===== src/verilog/rv_decode_config.svh =====
`ifndef RV_DECODE_CONFIG_SVH
`define RV_DECODE_CONFIG_SVH

// ==================================================
// datapath width
// ==================================================
`define XLEN 64

// ==================================================
// lane count and pointer width
// ==================================================
`define NUM_LANES 3
`define LANE_IDX_W $clog2(`NUM_LANES)

`endif


===== src/verilog/rv_isa_pkg.sv =====
package rv_isa_pkg;

  // ==================================================
  // major opcodes, inst[6:0]
  // ==================================================
  typedef enum logic [6:0] {
    OPC_OP        = 7'b0110011,
    OPC_OP_IMM    = 7'b0010011,
    OPC_OP_32     = 7'b0111011,
    OPC_OP_IMM_32 = 7'b0011011,
    OPC_LOAD      = 7'b0000011,
    OPC_STORE     = 7'b0100011,
    OPC_BRANCH    = 7'b1100011,
    OPC_JAL       = 7'b1101111,
    OPC_JALR      = 7'b1100111,
    OPC_LUI       = 7'b0110111,
    OPC_AUIPC     = 7'b0010111,
    OPC_SYSTEM    = 7'b1110011
  } opcode_e;

  // funct7 groups for register forms
  localparam logic [6:0] F7_BASE   = 7'b0000000;
  localparam logic [6:0] F7_ALT    = 7'b0100000;
  localparam logic [6:0] F7_MULDIV = 7'b0000001;

  // branch conditions, funct3
  typedef enum logic [2:0] {
    BR_EQ  = 3'b000,
    BR_NE  = 3'b001,
    BR_LT  = 3'b100,
    BR_GE  = 3'b101,
    BR_LTU = 3'b110,
    BR_GEU = 3'b111
  } br_funct_e;

  // ==================================================
  // alu operations, imm and reg forms share a code
  // ==================================================
  typedef enum logic [4:0] {
    ALU_NONE,
    ALU_ADD,
    ALU_ADDW,
    ALU_SUB,
    ALU_SUBW,
    ALU_SLT,
    ALU_SLTU,
    ALU_AND,
    ALU_OR,
    ALU_XOR,
    ALU_SLL,
    ALU_SLLW,
    ALU_SRL,
    ALU_SRLW,
    ALU_SRA,
    ALU_SRAW,
    ALU_MUL,
    ALU_MULW,
    ALU_DIV,
    ALU_DIVU,
    ALU_DIVW,
    ALU_DIVUW,
    ALU_REM,
    ALU_REMU,
    ALU_REMW,
    ALU_REMUW
  } alu_op_e;

  // load/store size and signedness
  typedef enum logic [2:0] {
    MEM_NONE,
    MEM_B,
    MEM_BU,
    MEM_H,
    MEM_HU,
    MEM_W,
    MEM_WU,
    MEM_D
  } mem_width_e;

endpackage

===== src/verilog/decode_types_pkg.sv =====
`include "rv_decode_config.svh"

package decode_types_pkg;

  import rv_isa_pkg::*;

  // ==================================================
  // instruction packet, 224 bits
  // ==================================================
  typedef struct packed {
    logic [`XLEN-1:0] pc;
    logic [31:0]      inst;
    logic [`XLEN-1:0] rs1_val;
    logic [`XLEN-1:0] rs2_val;
  } inst_pkt_t;

  // ==================================================
  // decoded micro-op
  // ==================================================
  typedef struct packed {
    alu_op_e          alu_op;
    logic [`XLEN-1:0] op1;
    logic [`XLEN-1:0] op2;
    logic [4:0]       rd;
    logic             reg_we;
    logic             mem_rd;
    logic             mem_wr;
    mem_width_e       mem_width;
    logic [`XLEN-1:0] store_data;
    // resolved in decode, jal/jalr always taken
    logic             br_taken;
    logic [`XLEN-1:0] br_target;
    logic             illegal;
  } uop_t;

endpackage


===== src/verilog/decode_cluster.sv =====
`timescale 1ns/1ps
`include "rv_decode_config.svh"

module decode_cluster
  import decode_types_pkg::*;
(
  input  logic      clk_i,
  input  logic      reset_i,
  input  logic      in_valid_i,
  input  inst_pkt_t in_pkt_i,
  output logic      in_ready_o,
  output logic      out_valid_o,
  output uop_t      out_uop_o,
  input  logic      out_ready_i
);

  // dispatcher side
  logic lane_in_valid  [`NUM_LANES];
  logic lane_in_ready  [`NUM_LANES];
  // collector side
  logic lane_out_valid [`NUM_LANES];
  logic lane_out_ready [`NUM_LANES];
  uop_t lane_uop       [`NUM_LANES];

  lane_dispatch u_dispatch (
    .clk_i        (clk_i),
    .reset_i      (reset_i),
    .in_valid_i   (in_valid_i),
    .in_ready_o   (in_ready_o),
    .lane_valid_o (lane_in_valid),
    .lane_ready_i (lane_in_ready)
  );

  // ==================================================
  // decode lanes, packet bus shared by all
  // ==================================================
  for (genvar g = 0; g < `NUM_LANES; g++) begin : g_lane
    decode_lane u_lane (
      .clk_i       (clk_i),
      .reset_i     (reset_i),
      .in_valid_i  (lane_in_valid[g]),
      .in_pkt_i    (in_pkt_i),
      .in_ready_o  (lane_in_ready[g]),
      .out_valid_o (lane_out_valid[g]),
      .out_uop_o   (lane_uop[g]),
      .out_ready_i (lane_out_ready[g])
    );
  end

  lane_collect u_collect (
    .clk_i        (clk_i),
    .reset_i      (reset_i),
    .lane_valid_i (lane_out_valid),
    .lane_uop_i   (lane_uop),
    .lane_ready_o (lane_out_ready),
    .out_valid_o  (out_valid_o),
    .out_uop_o    (out_uop_o),
    .out_ready_i  (out_ready_i)
  );

endmodule


===== src/verilog/decode_lane.sv =====
`timescale 1ns/1ps
`include "rv_decode_config.svh"

module decode_lane
  import rv_isa_pkg::*;
  import decode_types_pkg::*;
(
  input  logic      clk_i,
  input  logic      reset_i,
  input  logic      in_valid_i,
  input  inst_pkt_t in_pkt_i,
  output logic      in_ready_o,
  output logic      out_valid_o,
  output uop_t      out_uop_o,
  input  logic      out_ready_i
);

  logic [31:0]      inst;
  logic [6:0]       opcode;
  logic [2:0]       funct3;
  logic [6:0]       funct7;
  logic [4:0]       rd;
  logic [`XLEN-1:0] pc;
  logic [`XLEN-1:0] rs1_val;
  logic [`XLEN-1:0] rs2_val;

  logic [`XLEN-1:0] imm_i;
  logic [`XLEN-1:0] imm_s;
  logic [`XLEN-1:0] imm_b;
  logic [`XLEN-1:0] imm_u;
  logic [`XLEN-1:0] imm_j;

  logic br_eq;
  logic br_lt;
  logic br_ltu;
  logic br_cond;

  uop_t dec;
  uop_t uop_q;
  logic full_q;

  assign inst    = in_pkt_i.inst;
  assign pc      = in_pkt_i.pc;
  assign rs1_val = in_pkt_i.rs1_val;
  assign rs2_val = in_pkt_i.rs2_val;

  assign opcode = inst[6:0];
  assign rd     = inst[11:7];
  assign funct3 = inst[14:12];
  assign funct7 = inst[31:25];

  // ==================================================
  // immediates, all sign-extended
  // ==================================================
  assign imm_i = {{(`XLEN-12){inst[31]}}, inst[31:20]};
  assign imm_s = {{(`XLEN-12){inst[31]}}, inst[31:25], inst[11:7]};
  assign imm_b = {{(`XLEN-13){inst[31]}}, inst[31], inst[7], inst[30:25], inst[11:8], 1'b0};
  assign imm_u = {{(`XLEN-32){inst[31]}}, inst[31:12], 12'b0};
  assign imm_j = {{(`XLEN-21){inst[31]}}, inst[31], inst[19:12], inst[20], inst[30:21], 1'b0};

  // ==================================================
  // branch resolution
  // ==================================================
  assign br_eq  = (rs1_val == rs2_val);
  assign br_lt  = ($signed(rs1_val) < $signed(rs2_val));
  assign br_ltu = (rs1_val < rs2_val);

  always_comb begin
    case (funct3)
      BR_EQ:   br_cond = br_eq;
      BR_NE:   br_cond = !br_eq;
      BR_LT:   br_cond = br_lt;
      BR_GE:   br_cond = !br_lt;
      BR_LTU:  br_cond = br_ltu;
      BR_GEU:  br_cond = !br_ltu;
      default: br_cond = 1'b0;
    endcase
  end

  // the eight funct3 ops shared by OP and OP_IMM
  function automatic alu_op_e base_alu(input logic [2:0] f3);
    alu_op_e op;
    case (f3)
      3'b000:  op = ALU_ADD;
      3'b001:  op = ALU_SLL;
      3'b010:  op = ALU_SLT;
      3'b011:  op = ALU_SLTU;
      3'b100:  op = ALU_XOR;
      3'b101:  op = ALU_SRL;
      3'b110:  op = ALU_OR;
      default: op = ALU_AND;
    endcase
    return op;
  endfunction

  // ==================================================
  // main decode
  // ==================================================
  always_comb begin
    dec = '0;
    case (opcode)
      OPC_OP: begin
        dec.op1    = rs1_val;
        dec.op2    = rs2_val;
        dec.reg_we = 1'b1;
        case (funct7)
          F7_BASE: dec.alu_op = base_alu(funct3);
          F7_ALT: begin
            if (funct3 == 3'b000) dec.alu_op = ALU_SUB;
            else if (funct3 == 3'b101) dec.alu_op = ALU_SRA;
            else dec.illegal = 1'b1;
          end
          F7_MULDIV: begin
            case (funct3)
              3'b000:  dec.alu_op = ALU_MUL;
              3'b100:  dec.alu_op = ALU_DIV;
              3'b101:  dec.alu_op = ALU_DIVU;
              3'b110:  dec.alu_op = ALU_REM;
              3'b111:  dec.alu_op = ALU_REMU;
              // mulh variants not supported
              default: dec.illegal = 1'b1;
            endcase
          end
          default: dec.illegal = 1'b1;
        endcase
      end
      OPC_OP_32: begin
        dec.op1    = rs1_val;
        dec.op2    = rs2_val;
        dec.reg_we = 1'b1;
        case ({funct7, funct3})
          {F7_BASE, 3'b000}:   dec.alu_op = ALU_ADDW;
          {F7_BASE, 3'b001}:   dec.alu_op = ALU_SLLW;
          {F7_BASE, 3'b101}:   dec.alu_op = ALU_SRLW;
          {F7_ALT, 3'b000}:    dec.alu_op = ALU_SUBW;
          {F7_ALT, 3'b101}:    dec.alu_op = ALU_SRAW;
          {F7_MULDIV, 3'b000}: dec.alu_op = ALU_MULW;
          {F7_MULDIV, 3'b100}: dec.alu_op = ALU_DIVW;
          {F7_MULDIV, 3'b101}: dec.alu_op = ALU_DIVUW;
          {F7_MULDIV, 3'b110}: dec.alu_op = ALU_REMW;
          {F7_MULDIV, 3'b111}: dec.alu_op = ALU_REMUW;
          default:             dec.illegal = 1'b1;
        endcase
      end
      OPC_OP_IMM: begin
        dec.op1    = rs1_val;
        dec.op2    = imm_i;
        dec.reg_we = 1'b1;
        // rv64 shamt is 6 bits, so only inst[31:26] selects the shift
        if (funct3 == 3'b001 && inst[31:26] != 6'b000000) dec.illegal = 1'b1;
        else if (funct3 == 3'b101 && inst[31:26] == 6'b010000) dec.alu_op = ALU_SRA;
        else if (funct3 == 3'b101 && inst[31:26] != 6'b000000) dec.illegal = 1'b1;
        else dec.alu_op = base_alu(funct3);
      end
      OPC_OP_IMM_32: begin
        dec.op1    = rs1_val;
        dec.op2    = imm_i;
        dec.reg_we = 1'b1;
        // imm[5] set leaves funct7 outside both groups
        case ({funct7, funct3}) inside
          {F7_BASE, 3'b001}: dec.alu_op = ALU_SLLW;
          {F7_BASE, 3'b101}: dec.alu_op = ALU_SRLW;
          {F7_ALT, 3'b101}:  dec.alu_op = ALU_SRAW;
          {7'b???????, 3'b000}: dec.alu_op = ALU_ADDW;
          default:           dec.illegal = 1'b1;
        endcase
      end
      OPC_LOAD: begin
        dec.alu_op = ALU_ADD;
        dec.op1    = rs1_val;
        dec.op2    = imm_i;
        dec.reg_we = 1'b1;
        dec.mem_rd = 1'b1;
        case (funct3)
          3'b000:  dec.mem_width = MEM_B;
          3'b001:  dec.mem_width = MEM_H;
          3'b010:  dec.mem_width = MEM_W;
          3'b011:  dec.mem_width = MEM_D;
          3'b100:  dec.mem_width = MEM_BU;
          3'b101:  dec.mem_width = MEM_HU;
          3'b110:  dec.mem_width = MEM_WU;
          default: dec.illegal = 1'b1;
        endcase
      end
      OPC_STORE: begin
        dec.alu_op     = ALU_ADD;
        dec.op1        = rs1_val;
        dec.op2        = imm_s;
        dec.mem_wr     = 1'b1;
        dec.store_data = rs2_val;
        case (funct3)
          3'b000:  dec.mem_width = MEM_B;
          3'b001:  dec.mem_width = MEM_H;
          3'b010:  dec.mem_width = MEM_W;
          3'b011:  dec.mem_width = MEM_D;
          default: dec.illegal = 1'b1;
        endcase
      end
      OPC_BRANCH: begin
        dec.br_taken  = br_cond;
        dec.br_target = pc + imm_b;
        if (funct3 == 3'b010 || funct3 == 3'b011) dec.illegal = 1'b1;
      end
      OPC_JAL: begin
        dec.alu_op    = ALU_ADD;
        dec.op1       = pc;
        dec.op2       = `XLEN'd4;
        dec.reg_we    = 1'b1;
        dec.br_taken  = 1'b1;
        dec.br_target = pc + imm_j;
      end
      OPC_JALR: begin
        dec.alu_op    = ALU_ADD;
        dec.op1       = pc;
        dec.op2       = `XLEN'd4;
        dec.reg_we    = 1'b1;
        dec.br_taken  = 1'b1;
        dec.br_target = (rs1_val + imm_i) & ~`XLEN'd1;
        if (funct3 != 3'b000) dec.illegal = 1'b1;
      end
      OPC_LUI: begin
        dec.alu_op = ALU_ADD;
        dec.op2    = imm_u;
        dec.reg_we = 1'b1;
      end
      OPC_AUIPC: begin
        dec.alu_op = ALU_ADD;
        dec.op1    = pc;
        dec.op2    = imm_u;
        dec.reg_we = 1'b1;
      end
      // SYSTEM included, no csr support
      default: dec.illegal = 1'b1;
    endcase

    // rd only reported for writing uops
    if (dec.reg_we) dec.rd = rd;

    // illegal squashes every field
    if (dec.illegal) begin
      dec = '0;
      dec.illegal = 1'b1;
    end
  end

  // ==================================================
  // one-entry output buffer
  // ==================================================
  assign in_ready_o  = !full_q || out_ready_i;
  assign out_valid_o = full_q;
  assign out_uop_o   = uop_q;

  always_ff @(posedge clk_i) begin
    if (reset_i) begin
      full_q <= 1'b0;
    end else if (in_valid_i && in_ready_o) begin
      full_q <= 1'b1;
    end else if (out_ready_i) begin
      full_q <= 1'b0;
    end
  end

  always_ff @(posedge clk_i) begin
    if (in_valid_i && in_ready_o) begin
      uop_q <= dec;
    end
  end

endmodule


===== src/verilog/lane_collect.sv =====
`timescale 1ns/1ps
`include "rv_decode_config.svh"

module lane_collect
  import decode_types_pkg::*;
(
  input  logic clk_i,
  input  logic reset_i,
  input  logic lane_valid_i [`NUM_LANES],
  input  uop_t lane_uop_i   [`NUM_LANES],
  output logic lane_ready_o [`NUM_LANES],
  output logic out_valid_o,
  output uop_t out_uop_o,
  input  logic out_ready_i
);

  localparam int IDX_W = `LANE_IDX_W;

  logic [IDX_W-1:0] rd_ptr_q;
  logic             out_fire;

  // output mux, follows program order
  assign out_valid_o = lane_valid_i[rd_ptr_q];
  assign out_uop_o   = lane_uop_i[rd_ptr_q];
  assign out_fire    = out_valid_o && out_ready_i;

  for (genvar g = 0; g < `NUM_LANES; g++) begin : g_ready
    assign lane_ready_o[g] = out_ready_i && (rd_ptr_q == IDX_W'(g));
  end

  // ==================================================
  // read pointer, same order as dispatch
  // ==================================================
  always_ff @(posedge clk_i) begin
    if (reset_i) begin
      rd_ptr_q <= '0;
    end else if (out_fire) begin
      if (rd_ptr_q == IDX_W'(`NUM_LANES - 1)) begin
        rd_ptr_q <= '0;
      end else begin
        rd_ptr_q <= rd_ptr_q + 1'b1;
      end
    end
  end

endmodule


===== src/verilog/lane_dispatch.sv =====
`timescale 1ns/1ps
`include "rv_decode_config.svh"

module lane_dispatch (
  input  logic clk_i,
  input  logic reset_i,
  input  logic in_valid_i,
  output logic in_ready_o,
  output logic lane_valid_o [`NUM_LANES],
  input  logic lane_ready_i [`NUM_LANES]
);

  localparam int IDX_W = `LANE_IDX_W;

  logic [IDX_W-1:0] wr_ptr_q;
  logic             in_fire;

  // only the lane under the pointer sees valid
  for (genvar g = 0; g < `NUM_LANES; g++) begin : g_valid
    assign lane_valid_o[g] = in_valid_i && (wr_ptr_q == IDX_W'(g));
  end

  assign in_ready_o = lane_ready_i[wr_ptr_q];
  assign in_fire    = in_valid_i && in_ready_o;

  // ==================================================
  // write pointer, wraps at NUM_LANES
  // ==================================================
  always_ff @(posedge clk_i) begin
    if (reset_i) begin
      wr_ptr_q <= '0;
    end else if (in_fire) begin
      if (wr_ptr_q == IDX_W'(`NUM_LANES - 1)) begin
        wr_ptr_q <= '0;
      end else begin
        wr_ptr_q <= wr_ptr_q + 1'b1;
      end
    end
  end

endmodule


===== config.mk =====
export PLATFORM = sky130hd
export DESIGN_NAME = decode_cluster
export DESIGN_NICKNAME = d
export VERILOG_FILES = /design/src/verilog/rv_isa_pkg.sv /design/src/verilog/decode_types_pkg.sv /design/src/verilog/decode_cluster.sv /design/src/verilog/decode_lane.sv /design/src/verilog/lane_collect.sv /design/src/verilog/lane_dispatch.sv
export VERILOG_INCLUDE_DIRS = /design/src /design/src/verilog
export SDC_FILE = /design/constraint.sdc
export NUM_CORES = 2
export LEC_CHECK = 0
export BUFFER_PORTS_ARGS = -buffer_cell sky130_fd_sc_hd__buf_2
export CORE_ASPECT_RATIO = 1.4
export CORE_MARGIN = 2
export CORE_UTILIZATION = 30
export CTS_CLUSTER_SIZE = 16
export DETAILED_ROUTE_END_ITERATION = 7
export PLACE_DENSITY = 0.45
export SLEW_MARGIN = 25
export SYNTH_ARGS = -nofsm -noshare
export SYNTH_HDL_FRONTEND = slang
export SYNTH_SLANG_ARGS = --single-unit
export TNS_END_PERCENT = 1

===== constraint.sdc =====
create_clock -name clk_i -period 41.8 [get_ports clk_i]
set_input_delay 4.18 -clock clk_i [delete_from_list [all_inputs] [get_ports clk_i]]
set_output_delay 4.18 -clock clk_i [all_outputs]
set_load 0.02 [all_outputs]

# Word level (Yosys, flattened, before mapping)
# Index checks and enable logic that the tools add are counted.
[totals]
input_bits = 228
register_bits = 829
output_inout_bits = 276
[op_classes]
muxes = 61
add_sub_neg = 5
n_lt_le_gt_ge = 4
n_eq_ne = 35
reduce_logical = 47
bitwise_logic = 2
[ops]
columns = ["operator", "count"]
rows = [
  ["$mux W274", 3],
  ["$bmux W274 S2", 1],
  ["$pmux W64 S5", 1],
  ["$pmux W65 S3", 1],
  ["$add A64 B64 Y64", 3],
  ["$lt A64 B64 Y1", 2],
  ["$pmux W64 S2", 1],
  ["$eq A64 B64 Y1", 1],
  ["$mux W64", 1],
  ["$eq A10 B4 Y1 const B", 5],
  ["$pmux W5 S10", 1],
  ["$pmux W5 S5", 2],
  ["$mux W5", 8],
  ["$eq A7 B6 Y1 const B", 5],
  ["$mux W1", 28],
  ["$pmux W4 S7", 1],
  ["$eq A7 B5 Y1 const B", 3],
  ["$eq A7 B7 Y1 const B", 3],
  ["$pmux W3 S7", 1],
  ["$eq A10 B9 Y1 const B", 2],
  ["$pmux W5 S3", 1],
  ["$logic_and A1 B1 Y1", 14],
  ["$eq A3 B3 Y1 const B", 4],
  ["$pmux W3 S4", 1],
  ["other kinds (36)", 61],
]

# Longest topological paths before layout
[logic_depth]
ltp_word = 7
ltp_mapped = 19
mapped_depth_nobuf = 18

# Modules after synthesis
# From an unflattened synthesis, not the netlist that was laid out.
[unflattened]
hier_cells = 7338
area_unflattened_um2 = 70426.3
[by_module_without_submodules]
columns = ["mod", "area_per_inst_um2", "seq_area_each_um2", "n_inst", "cells_each"]
rows = [
  ["decode_lane at g_lane[2].u_lane", 20907.6, 8247.9, 1, 2232],
  ["decode_lane at g_lane[1].u_lane", 20881.3, 8247.9, 1, 2238],
  ["decode_lane at g_lane[0].u_lane", 20732.4, 8247.9, 1, 2195],
  ["lane_collect", 7753.7, 40.0, 1, 657],
  ["lane_dispatch", 151.4, 40.0, 1, 16],
]

# Worst setup path after synthesis
# OpenSTA, ideal clock, no wires.
[synth_timing]
path_kind = "input -> register"
from = "input port in_valid_i"
to = "register u_dispatch.wr_ptr_q[0]"
cell_stages = 3
path_buffers = 0
arrival_time_ps = 19152
slack_ps = 22528
required_ps = 41680
path_cell_list = "or3b_2 > a21oi_1 > o21ba_2"
[synth_between]
elab_chain_cells = 1
[synth_lines]
columns = ["element", "line", "source"]
rows = [
  ["start: declaration", "decode_cluster.sv:9", "input logic in_valid_i,"],
  ["$logic_and A1 B1 Y1", "lane_dispatch.sv:24", "assign in_fire = in_valid_i && in_ready_o;"],
  ["end signal: assignment", "lane_dispatch.sv:36", "wr_ptr_q <= wr_ptr_q + 1'b1;"],
  ["end: declaration", "lane_dispatch.sv:15", "logic [IDX_W-1:0] wr_ptr_q;"],
]
# Every way passes these cells.
# A chain may end at the register's enable or synchronous reset.

# Final worst setup path
[layout_timing]
from = "input port out_ready_i"
to = "output port in_ready_o"
[layout_between]
elab_chain_cells = 5
word_cells_on_any_way = 9
cone_classes = "mux (3); reduce/logical (6)"
[layout_lines]
columns = ["element", "line", "source"]
rows = [
  ["start: declaration", "decode_cluster.sv:14", "input logic out_ready_i"],
  ["$logic_and A1 B1 Y1", "lane_collect.sv:28", "assign lane_ready_o[g] = out_ready_i && (rd_ptr_q == IDX_W'(g));"],
  ["$logic_or A1 B1 Y1", "decode_lane.sv:249", "assign in_ready_o = !full_q || out_ready_i;"],
  ["$bmux W1 S2 (*)", "lane_dispatch.sv:23", "assign in_ready_o = lane_ready_i[wr_ptr_q];"],
  ["$mux W1 (implied by the code) (*) (2 in a row)", "lane_dispatch.sv:23", ""],
  ["end: declaration", "decode_cluster.sv:11", "output logic in_ready_o,"],
]
# Mark *: on every way between the ends. The rest lies on a longest branch, timed or not. The select of a mux whose other input is x is not followed.

==> Implementation_results.wiki <==
{| class="wikitable"
! Metric !! Value
|-
| Result of the run || complete, no violations
|-
| Cells along the critical path || buf_2 > nand2_1 > o21a_1 > nand2_1 > o21ai_0 > o21ai_0 > buf_2
|-
| CTS buffer count || 90
|-
| Required @ worst endpoint || 37.62 ns
|-
| Clock-pin slew of the registers on the worst-case setup and hold paths || 0.07 ns
|-
| Number of buffers on the longest clock path || 3
|-
| Global-route usage over all layers || a little over a fifth
|-
| Initial DRC Count || 2706
|-
| Share of final-layout standard cells stronger than drive strength 1 || between 10% and 20%
|-
| Proportion of synthesized chip area in sequential cells || 57.3%
|-
| Slew at the pin with the worst max-slew slack || roughly 1.2 ns
|-
| I/O pin count || 504
|-
| Worst skew pair latency || 0.73 ns
|-
| Footprint of the flip-flops and latches || 24800 um2
|-
| Peak clock frequency supported by timing || 0.107 GHz
|-
| Number of design rule violations left after detail routing || 0
|-
| Max_cap viols || 0
|-
| Initial antenna violation count || 24
|-
| Post-route ant nets || 0
|-
| Area of the multi-input gates || 17300 um2
|-
| Slew margin rel. || 21.9%
|-
| Maximum number of pins on one net before global-route repair || 129
|-
| Placed wire-length estimate after detailed placement || 116 mm
|-
| Number of global-route vias before repair || approximately 32000
|-
| Cell area after synthesis || 43300 um2
|-
| Nets in the synthesized netlist || between 4000 and 5000
|-
| TritonCTS sink count || roughly 830
|-
| Post-synth EDFFs || 822
|-
| Type of element capturing the critical path || output pin
|-
| Initial core utilization || 30.1%
|-
| IO buf count || just over 500
|-
| Nets || 4583
|-
| Synthesis Warnings || 0
|-
| Overall routed net length || 165 mm
|-
| Worst clock skew on the final layout || between 0.02 and 0.03 ns
|-
| Final setup vio count || 0
|-
| CTS Hold Buffers Added || 0
|-
| Floorplan die area || around 150000 um2
|-
| Setup crit start || out_ready_i
|-
| Die width || 325 um
|-
| First-pass GRT wire length || 232 mm
|-
| Final Cycle Share || 22.3%
|-
| Final Max Slew Viols || 0
|-
| Syn Inst Count || around 3700
|-
| Global-route congestion overflow total || 0
|-
| Core Region || 144000 um2
|-
| Startpoint type of the worst setup path || input pin
|-
| Vertical extent of the die || 454 um
|-
| Worst hold slack || between 0.5 and 0.6 ns
|-
| Min cycle time layout || 9.33 ns
|-
| Count of cells resized by post-cts repair || 0
|-
| Class of the worst hold path || flip-flop to flip-flop
|-
| Count of unique library cells instantiated by Yosys || between 80 and 90
|-
| Fraction of registers with async set or reset after synthesis || 0%
|-
| Routed len/inst || 26.7 um
|-
| Peak per-stage delay on the critical path || roughly 0.24 ns
|-
| Via count || around 32000
|-
| Worst Path Arrival || 5.15 ns
|-
| Number of filler cells placed in the layout || 14500
|-
| Area Overhead vs Synth || 17.4%
|-
| Dominant synthesized flop cell || edfxtp_1
|-
| Reg-to-reg startpoint || u_collect.rd_ptr_q[1]
|-
| Startpoint of the worst hold path || g_lane[0].u_lane.out_valid_o
|-
| Post-Synthesis Mean Instance Area || 11.6 um2
|-
| Register-to-register path setup slack || about 38 ns
|-
| Overall power consumption || 2.16 mW
|-
| Crit-path max FO || 4
|-
| Final count of hold timing violations || 0
|-
| Non-Filler Cell Area, Final || 50800 um2
|-
| TritonCTS clock tree || yes
|-
| End-of-flow core utilization || 35.3%
|-
| Setup repair after global routing missed its margin || false
|-
| Length of the first detailed-routing pass in iterations || 6
|-
| Power Dens Cells || around 43 nW/um2
|-
| Last weighted congestion value of the routability-driven placer || about 0.9
|-
| Leak || 17.4 nW
|-
| Post-synthesis sequential element count || 829
|-
| Routed via count divided by cell count || roughly 5.3
|-
| Total cell area at the placement stage || 47800 um2
|-
| Slowest library cell on the worst path || o21a_1
|-
| Post-CTS Repair Setup Buffers || 0
|-
| H-Tree Depth || 3
|-
| Largest voltage drop on the vdd net || 0.0339 mV
|-
| Critical Setup Path Class || input pin to output pin
|-
| Rows || 165
|-
| Final-layout setup total negative slack || 0 ns
|-
| CTS root buf || clkbuf_16
|}
-- layer usage --
layer  track usage (%)  vias up  wire length [um]
met3              3.18      204              9470
met5                 0        -                57
met2              36.0      978             78700
met4              7.70       10              5330
li1                  -    15000                 -
met1              28.5    16300             71000
-- cell usage after synthesis (21+ instances only) --
| master | count | area share, % |
|---|---|---|
| a21o_1 | 136 | 2.4 |
| a21oi_1 | 207 | 2.4 |
| a22oi_1 | 113 | 2.0 |
| a31oi_1 | 26 | 0.38 |
| and2_1 | 21 | 0.30 |
| and3_1 | 22 | 0.32 |
| buf_2 | 28 | 0.32 |
| clkbuf_1 | 170 | 1.5 |
| edfxtp_1 | 822 | 57 |
| ha_1 | 193 | 5.6 |
| inv_1 | 95 | 0.82 |
| mux2i_1 | 277 | 6.4 |
| nand2_1 | 415 | 3.6 |
| nand3_1 | 34 | 0.39 |
| nand4_1 | 40 | 0.58 |
| nor2_1 | 202 | 1.8 |
| nor2b_1 | 21 | 0.30 |
| nor3_1 | 87 | 1.0 |
| o21ai_0 | 365 | 4.2 |
| o21bai_1 | 27 | 0.47 |
| o22ai_1 | 37 | 0.53 |
| xnor2_1 | 76 | 1.5 |
| xor2_1 | 49 | 0.99 |
-- kinds of logic (layout without fill, tap and decap cells) --
| group | after synthesis | after routing | share of synthesized area (%) |
|---|---|---|---|
| XOR/XNOR | 125 | 125 | 2.53 |
| multiplexers | 277 | 277 | 6.40 |
| other | 0 | 14 | 0 |
| adder cells (fa/ha/maj) | 195 | 195 | 5.67 |
| AND/OR/NAND/NOR | 928 | 928 | 9.74 |
| flip-flops | 829 | 829 | 57.3 |
| AO/OA/AOI/OAI | 1067 | 1067 | 15.4 |
| buffers and inverters | 316 | 814 | 2.90 |
-- flip-flops by register name, indices dropped and copies added (netlist names) --
| signal | cells |
|---|---|
| u_dispatch.wr_ptr_q | 2 |
| u_collect.rd_ptr_q | 2 |
| g_lane.u_lane.out_valid_o | 3 |
| g_lane.u_lane.out_uop_o | 822 |
-- cells in the final DEF, fill, tap and decap left out, drive strengths merged, types with 22 or more instances in the layout --
master    n
a21o    136
a21oi   208
a22oi   113
a31oi    26
and3     22
buf     548
clkbuf  107
clkinv   40
edfxtp  822
ha      193
inv     105
mux2i   277
nand2   415
nand3    34
nand4    40
nor2    202
nor3     91
o21ai   373
o21bai   27
o22ai    38
xnor2    76
xor2     49
-- final cells by class --
type	count	share of cell area, %
clock buffer	107	4.60
clock inverter	60	1.24
antenna	14	0.0689
sequential	829	48.9
multi-input combinational	2592	34.1
inverter	99	0.746
tap	1920	4.73
timing repair buffer	548	5.70
-- through the flow --
| stage | setup WS (ns) | std cells |
|---|---|---|
| floorplan | 22.53 | 3737 |
| global placement | 32.42 | 5988 |
| detailed placement | 32.27 | 5988 |
| CTS | 32.46 | 6155 |
| global route | 32.39 | 6161 |
| finish | 32.47 | 6169 |
-- worst max-delay path: cells and delay by family --
family | cells | cell delay [ns]
simple gates | 2 | 0.14
buf+inv | 2 | 0.33
compound gates | 3 | 0.51
-- worst paths after layout --
check	cells past startpoint	to
min reg2reg	2	g_lane[0].u_lane.out_valid_o
max	7	in_ready_o
min	2	g_lane[0].u_lane.out_valid_o
max reg2reg	7	g_lane[2].u_lane.out_uop_o[159]
-- power by group --
group	total (mW)	leakage, nW	switching, mW	internal, mW
combinational	0.381	8.96	0.262	0.119
sequential	0.966	7.04	0.0109	0.955
clock	0.813	1.43	0.354	0.460
total	2.16	17.4	0.627	1.53
No activity file was read; power rests on OpenSTA's default activity.
